`config.mk`:
```
export PLATFORM = sky130hd
export DESIGN_NAME = vscale_frontend
export DESIGN_NICKNAME = d
export VERILOG_FILES = /design/src/rtl/vscale_ctrl_pkg.sv /design/src/rtl/vscale_frontend.sv /design/src/rtl/vscale_imem_fetch.sv /design/src/rtl/vscale_branch_unit.sv /design/src/rtl/vscale_pc_mux.sv
export VERILOG_INCLUDE_DIRS = /design/src /design/src/include
export SDC_FILE = /design/constraint.sdc
export NUM_CORES = 1
export LEC_CHECK = 0
export BUFFER_PORTS_ARGS = -buffer_cell sky130_fd_sc_hd__buf_4
export CAP_MARGIN = 20
export CELL_PAD_IN_SITES_DETAIL_PLACEMENT = 1
export CELL_PAD_IN_SITES_GLOBAL_PLACEMENT = 2
export CORE_ASPECT_RATIO = 0.6
export CORE_MARGIN = 8
export CORE_UTILIZATION = 27
export CTS_CLUSTER_DIAMETER = 100
export DETAILED_ROUTE_END_ITERATION = 10
export GPL_TIMING_DRIVEN = 0
export PLACE_DENSITY_LB_ADDON = 0.1
export SYNTH_ARGS = -nofsm -noshare
export SYNTH_HDL_FRONTEND = slang
export SYNTH_SLANG_ARGS = --single-unit
```
`constraint.sdc`:
```
create_clock -name clk -period 4.2 [get_ports clk]
set_input_delay 0.21 -clock clk [delete_from_list [all_inputs] [get_ports clk]]
set_output_delay 0.21 -clock clk [all_outputs]
set_load 0.005 [all_outputs]
```
`src/include/vscale_settings.svh`:
```
`ifndef VSCALE_SETTINGS_SVH
`define VSCALE_SETTINGS_SVH

// width of a data word and of every address
`define VSCALE_XPR_LEN 32

// width of one instruction word
`define VSCALE_INST_WIDTH 32

// address of the first fetch after reset
`define VSCALE_RESET_PC 32'h0000_0200

// fields of an instruction that the front end decodes
`define VSCALE_OPCODE_WIDTH 7
`define VSCALE_FUNCT3_WIDTH 3

`endif
```
`src/rtl/vscale_ctrl_pkg.sv`:
```
`include "vscale_settings.svh"

package vscale_ctrl_pkg;

   // words with a meaning of their own
   typedef logic [`VSCALE_XPR_LEN-1:0]      xpr_t;
   typedef logic [`VSCALE_INST_WIDTH-1:0]   inst_t;
   typedef logic [`VSCALE_OPCODE_WIDTH-1:0] opcode_t;
   typedef logic [`VSCALE_FUNCT3_WIDTH-1:0] funct3_t;

   // next fetch address source
   typedef enum logic [2:0] {
      pc_plus4   = 3'd0,
      pc_branch  = 3'd1,
      pc_jal     = 3'd2,
      pc_jalr    = 3'd3,
      pc_replay  = 3'd4,
      pc_handler = 3'd5,
      pc_epc     = 3'd6
   } pc_src_sel_t;

   // four-phase fetch sequence
   typedef enum logic [1:0] {
      s_idle    = 2'd0,
      s_req     = 2'd1,
      s_ack_low = 2'd2,
      s_dx      = 2'd3
   } fetch_state_t;

   // control flow opcodes
   localparam opcode_t opcode_branch = 7'b1100011;
   localparam opcode_t opcode_jal    = 7'b1101111;
   localparam opcode_t opcode_jalr   = 7'b1100111;

   // branch compare selects
   // 3'b010 and 3'b011 stay undefined
   localparam funct3_t funct3_beq  = 3'b000;
   localparam funct3_t funct3_bne  = 3'b001;
   localparam funct3_t funct3_blt  = 3'b100;
   localparam funct3_t funct3_bge  = 3'b101;
   localparam funct3_t funct3_bltu = 3'b110;
   localparam funct3_t funct3_bgeu = 3'b111;

endpackage

```
`src/rtl/vscale_frontend.sv`:
```
`timescale 1ns/1ps

module vscale_frontend (
   input  logic                   clk,
   input  logic                   arst_n,
   output logic                   imem_req,
   output vscale_ctrl_pkg::xpr_t  imem_addr,
   input  logic                   imem_ack,
   input  vscale_ctrl_pkg::inst_t imem_rdata,
   input  vscale_ctrl_pkg::xpr_t  rs1_data,
   input  vscale_ctrl_pkg::xpr_t  rs2_data,
   input  vscale_ctrl_pkg::xpr_t  handler_pc,
   input  vscale_ctrl_pkg::xpr_t  epc,
   input  logic                   trap,
   input  logic                   eret,
   input  logic                   replay,
   output logic                   dx_valid,
   output vscale_ctrl_pkg::inst_t inst_DX,
   output vscale_ctrl_pkg::xpr_t  PC_DX
);
   import vscale_ctrl_pkg::*;

   pc_src_sel_t pc_src_sel;
   xpr_t        PC_PIF;
   xpr_t        PC_IF;

   vscale_imem_fetch u_fetch (
      .clk        (clk),
      .arst_n     (arst_n),
      .imem_req   (imem_req),
      .imem_addr  (imem_addr),
      .imem_ack   (imem_ack),
      .imem_rdata (imem_rdata),
      .PC_PIF     (PC_PIF),
      .PC_IF      (PC_IF),
      .dx_valid   (dx_valid),
      .inst_DX    (inst_DX),
      .PC_DX      (PC_DX)
   );

   vscale_branch_unit u_branch (
      .inst_DX    (inst_DX),
      .rs1_data   (rs1_data),
      .rs2_data   (rs2_data),
      .trap       (trap),
      .eret       (eret),
      .replay     (replay),
      .pc_src_sel (pc_src_sel)
   );

   vscale_pc_mux u_pc_mux (
      .pc_src_sel (pc_src_sel),
      .inst_DX    (inst_DX),
      .rs1_data   (rs1_data),
      .PC_IF      (PC_IF),
      .PC_DX      (PC_DX),
      .handler_pc (handler_pc),
      .epc        (epc),
      .PC_PIF     (PC_PIF)
   );

endmodule

```
`src/rtl/vscale_imem_fetch.sv`:
```
`timescale 1ns/1ps
`include "vscale_settings.svh"

module vscale_imem_fetch (
   input  logic                   clk,
   input  logic                   arst_n,
   output logic                   imem_req,
   output vscale_ctrl_pkg::xpr_t  imem_addr,
   input  logic                   imem_ack,
   input  vscale_ctrl_pkg::inst_t imem_rdata,
   input  vscale_ctrl_pkg::xpr_t  PC_PIF,
   output vscale_ctrl_pkg::xpr_t  PC_IF,
   output logic                   dx_valid,
   output vscale_ctrl_pkg::inst_t inst_DX,
   output vscale_ctrl_pkg::xpr_t  PC_DX
);
   import vscale_ctrl_pkg::*;

   fetch_state_t state;
   fetch_state_t state_next;
   logic         ack_seen;

   // ack observed while the request is up
   assign ack_seen = (state == s_req) && imem_ack;

   always_comb begin
      state_next = state;
      case (state)
         s_idle: begin
            state_next = s_req;
         end
         s_req: begin
            if (imem_ack) begin
               state_next = s_ack_low;
            end
         end
         // memory must release ack before the next request
         s_ack_low: begin
            if (!imem_ack) begin
               state_next = s_dx;
            end
         end
         s_dx: begin
            state_next = s_req;
         end
         default: begin
            state_next = s_idle;
         end
      endcase
   end

   always_ff @(posedge clk or negedge arst_n) begin
      if (!arst_n) begin
         state <= s_idle;
      end else begin
         state <= state_next;
      end
   end

   // fetch address only moves once the instruction has left DX
   always_ff @(posedge clk or negedge arst_n) begin
      if (!arst_n) begin
         PC_IF <= `VSCALE_RESET_PC;
      end else if (state == s_dx) begin
         PC_IF <= PC_PIF;
      end
   end

   // instruction and its address captured on the ack edge
   always_ff @(posedge clk) begin
      if (ack_seen) begin
         inst_DX <= imem_rdata;
         PC_DX   <= PC_IF;
      end
   end

   assign imem_req  = (state == s_req);
   assign imem_addr = PC_IF;

   // execute side sees the instruction for one cycle only
   assign dx_valid = (state == s_dx);

endmodule

```
`src/rtl/vscale_branch_unit.sv`:
```
`timescale 1ns/1ps

module vscale_branch_unit (
   input  vscale_ctrl_pkg::inst_t       inst_DX,
   input  vscale_ctrl_pkg::xpr_t        rs1_data,
   input  vscale_ctrl_pkg::xpr_t        rs2_data,
   input  logic                         trap,
   input  logic                         eret,
   input  logic                         replay,
   output vscale_ctrl_pkg::pc_src_sel_t pc_src_sel
);
   import vscale_ctrl_pkg::*;

   opcode_t opcode;
   funct3_t funct3;
   logic    is_branch;
   logic    is_jal;
   logic    is_jalr;
   logic    cmp_eq;
   logic    cmp_lt;
   logic    cmp_ltu;
   logic    branch_taken;

   assign opcode = inst_DX[6:0];
   assign funct3 = inst_DX[14:12];

   assign is_branch = (opcode == opcode_branch);
   assign is_jal    = (opcode == opcode_jal);
   assign is_jalr   = (opcode == opcode_jalr);

   // one equality and two magnitude compares cover all six branches
   assign cmp_eq  = (rs1_data == rs2_data);
   assign cmp_lt  = ($signed(rs1_data) < $signed(rs2_data));
   assign cmp_ltu = (rs1_data < rs2_data);

   always_comb begin
      case (funct3)
         funct3_beq: begin
            branch_taken = cmp_eq;
         end
         funct3_bne: begin
            branch_taken = !cmp_eq;
         end
         funct3_blt: begin
            branch_taken = cmp_lt;
         end
         funct3_bge: begin
            branch_taken = !cmp_lt;
         end
         funct3_bltu: begin
            branch_taken = cmp_ltu;
         end
         funct3_bgeu: begin
            branch_taken = !cmp_ltu;
         end
         // undefined compare falls through
         default: begin
            branch_taken = 1'b0;
         end
      endcase
   end

   // exceptions outrank anything the instruction asks for
   always_comb begin
      if (trap) begin
         pc_src_sel = pc_handler;
      end else if (eret) begin
         pc_src_sel = pc_epc;
      end else if (replay) begin
         pc_src_sel = pc_replay;
      end else if (is_jal) begin
         pc_src_sel = pc_jal;
      end else if (is_jalr) begin
         pc_src_sel = pc_jalr;
      end else if (is_branch && branch_taken) begin
         pc_src_sel = pc_branch;
      end else begin
         pc_src_sel = pc_plus4;
      end
   end

endmodule

```
`src/rtl/vscale_pc_mux.sv`:
```
`timescale 1ns/1ps

module vscale_pc_mux (
   input  vscale_ctrl_pkg::pc_src_sel_t pc_src_sel,
   input  vscale_ctrl_pkg::inst_t       inst_DX,
   input  vscale_ctrl_pkg::xpr_t        rs1_data,
   input  vscale_ctrl_pkg::xpr_t        PC_IF,
   input  vscale_ctrl_pkg::xpr_t        PC_DX,
   input  vscale_ctrl_pkg::xpr_t        handler_pc,
   input  vscale_ctrl_pkg::xpr_t        epc,
   output vscale_ctrl_pkg::xpr_t        PC_PIF
);
   import vscale_ctrl_pkg::*;

   xpr_t imm_b;
   xpr_t imm_j;
   xpr_t imm_i;
   xpr_t base;
   xpr_t offset;
   xpr_t sum;

   // sign-extended immediates of the control flow formats
   assign imm_b = {{20{inst_DX[31]}}, inst_DX[7], inst_DX[30:25], inst_DX[11:8], 1'b0};
   assign imm_j = {{12{inst_DX[31]}}, inst_DX[19:12], inst_DX[20], inst_DX[30:21], 1'b0};
   assign imm_i = {{20{inst_DX[31]}}, inst_DX[31:20]};

   always_comb begin
      case (pc_src_sel)
         pc_branch: begin
            base   = PC_DX;
            offset = imm_b;
         end
         pc_jal: begin
            base   = PC_DX;
            offset = imm_j;
         end
         pc_jalr: begin
            base   = rs1_data;
            offset = imm_i;
         end
         pc_replay: begin
            base   = PC_IF;
            offset = '0;
         end
         pc_handler: begin
            base   = handler_pc;
            offset = '0;
         end
         pc_epc: begin
            base   = epc;
            offset = '0;
         end
         default: begin
            base   = PC_IF;
            offset = xpr_t'(4);
         end
      endcase
   end

   assign sum = base + offset;

   // jalr target always lands on an even address
   assign PC_PIF = (pc_src_sel == pc_jalr) ? (sum & ~xpr_t'(1)) : sum;

endmodule

```
==> metrics <==
Clock Skews=0.01367 ns; yosys warns=0; DR iter-0 viols=564; relative slew slack=32.84%; Remaining Overflow, GRT=0; fin cells=1349; unrepaired setup endpoints after global routing=true; max cap viols=0; Synth Register Bits=98; Max clock buf depth=2; vias=6995; EDFF count, synth=64; # placed instances=1269; initial core utilization=27.17%; Die Span X=220.8 um; Fin Hold WS=0.01271 ns; Root Driver=clkbuf_16; P_leak=4.736 nW; ANT nets after route=0; Core Region=25000 um^2; area leader, netlist=edfxtp_1; Slew Viols, Final=0; Post-Synthesis Cells=674; Max Clk Rate=0.1884 GHz; total track usage=20.58%; CTS tree=yes; Synth cell types=60; Worst Slack Setup Final=-1.109 ns; failing checks=setup timing; worst-path cell chain=buf_4 -> ha_4 -> nand4_1 -> or4_4 -> buf_4 -> a311oi_4 -> a211oi_4 -> buf_4 -> o2111a_2 -> clkbuf_8 -> a22oi_1 -> o21ai_1 -> ha_2 -> or4_4 -> o41ai_4 -> buf_4 -> nor3_4 -> o21ai_4 -> a31oi_4 -> o41ai_4 -> xnor2_1 -> mux2_2 -> a211o_1; top_reg_cell synth=edfxtp_1; CP max FO=10; 1st-pass router iterations=8; first-pass GRT wire length=47630 um; sequential-to-total area share from yosys stat=40.84%; min Tclk post-route=5.309 ns; CTS buffer count=9; Slowest-stage cell, CP=or4_4; critical path type=in -> reg; Yosys top cell area share=28.29%; WL final=32200 um; fin crit share=126.4%; die area=30660 um^2; outcome=finished, violations left; Worst VDD drop=0.3138 mV; Syn-to-layout area delta=57.89%; # DRC=0; final hold violations=0; Worst path most repeated cell=buf_4; worst path bufs/invs=5; initial antenna violation count=1; Ports=264; Worst Tran Pin Value=0.9997 ns; CP required=4.45 ns; Routability Congestion=0.7929; final setup fails=27; WL/cell=23.87 um; CP peak stage delay=0.60 ns; diodes inserted=0; share of cells above drive strength 1=44.22%; Synth area leaders=edfxtp_1, ha_1, dfrtp_1; Avg Inst Size Synth=10.08 um^2; clk_lat worst skew=0.37 ns; Pwr Density=418.6 nW/um^2; nature of the critical path endpoint=flop; Synth top cells by count=ha_1, edfxtp_1, o21ai_0; Buffers on Ports=263; fillers=2848; number of global-route vias before repair=7395; clock sinks=98; Post-DP HPWL=24700 um; clock-pin slew on the worst setup and hold paths=0.08 ns; final core occ=42.90%; Final #Nets=1249; largest net degree at the start of global routing=38; Synth Cell Area=6793 um^2; vias per std cell=5.185; H-tree depth=3; Post-synth ARST share=34.69%; startpoint types=input port; Hold WC Path Type=in -> reg; Mapped Nets=908; most common cell in the netlist=ha_1; critical path arrival=5.56 ns; Rows=45; Die H=138.9 um; Crit path max-delay family=compound AO/OA/AOI/OAI gates
worst paths after layout:
check | start | endpoint | slack [ns] | cells after the start
max in group asynchronous | arst_n | u_fetch.PC_IF[30] | 3.44 | 2
worst min-delay path | imem_rdata[9] | u_fetch.inst_DX[9] | 0.01 | 1
worst max-delay path | rs1_data[26] | u_fetch.PC_IF[31] | -1.11 | 23
worst max register to register | u_fetch.inst_DX[0] | u_fetch.PC_IF[31] | -1.03 | 20
min in group asynchronous | arst_n | u_fetch.PC_IF[5] | 0.37 | 2
worst min register to register | u_fetch.PC_IF[25] | u_fetch.PC_DX[25] | 0.52 | 0
registers in the layout, summed over array words and instances (netlist names):
| register | count |
|---|---|
| u_fetch.inst_DX | 32 |
| u_fetch.state | 2 |
| u_fetch.PC_IF | 32 |
| u_fetch.PC_DX | 32 |
layout by cell type (no fill, tap or decap), types with 30 or more instances in the layout:
cell | netlist | final
nor2_1 | 36 | 31
edfxtp_1 | 64 | 64
inv_1 | 49 | 38
ha_1 | 67 | 45
nand2_1 | 38 | 38
buf_4 | 0 | 291
dfrtp_1 | 33 | 33
o21ai_0 | 57 | 30
a222oi_1 | 30 | 30
a21oi_1 | 43 | 35
a22oi_1 | 32 | 31
through the flow:
step                setup TNS [ns]  worst slack (ns)  power (mW)  instance area [um^2]
floorplan                   -5.875           -0.8388       2.483                  6949
global placement            -41.29            -2.486       3.483                  9335
detailed placement          -40.45            -2.432       3.503                  9370
CTS                         -12.62            -1.050       4.503                 10530
global route                -20.15            -1.291       4.754                 10730
finish                      -15.26            -1.109       4.490                 10730
layer usage:
layer / global-route usage, % / up-vias / share of wire, %
li1: - / 3290 / -
met1: 30.57 / 3495 / 50
met2: 30.86 / 189 / 43
met3: 3.856 / 21 / 5.4
met4: 3.253 / 0 / 0.87
met5: 0 / - / 0
final cells by class:
cell class,instances,area [um^2],share of cell area [%]
plain buffers,27,163.9,1.528
clock buffers,9,225.2,2.100
clock inverters,7,52.55,0.4900
inverters,49,206.4,1.925
multi-input cells,499,4262,39.73
flip-flops and latches,98,2774,25.86
well taps,329,411.6,3.838
repair buffers,331,2630,24.52
what timing repair did:
action | in CTS | in global routing
pin swaps | 47 | 29
setup buffers | 38 | 10
hold buffers | 14 | 3
gates resized for setup | 112 | 21
cloned | 1 | 0
endpoints found under the hold margin | 46 | 3
endpoints found under the setup margin | 28 | 28
cells by family after synthesis:
group / count (synthesis) / share of synthesized area [%]
mux: 26 / 4.292
fa+ha+maj: 68 / 12.64
buf+inv: 77 / 4.255
simple gates: 145 / 10.46
flops: 98 / 40.84
compound gates: 234 / 24.17
xor+xnor: 26 / 3.352
power breakdown:
group	internal [mW]	switching (mW)
clock	0.407	0.423
sequential	1.42	0.299
combinational	1.02	0.918
total	2.85	1.64
(Power assumes the default switching activity.)
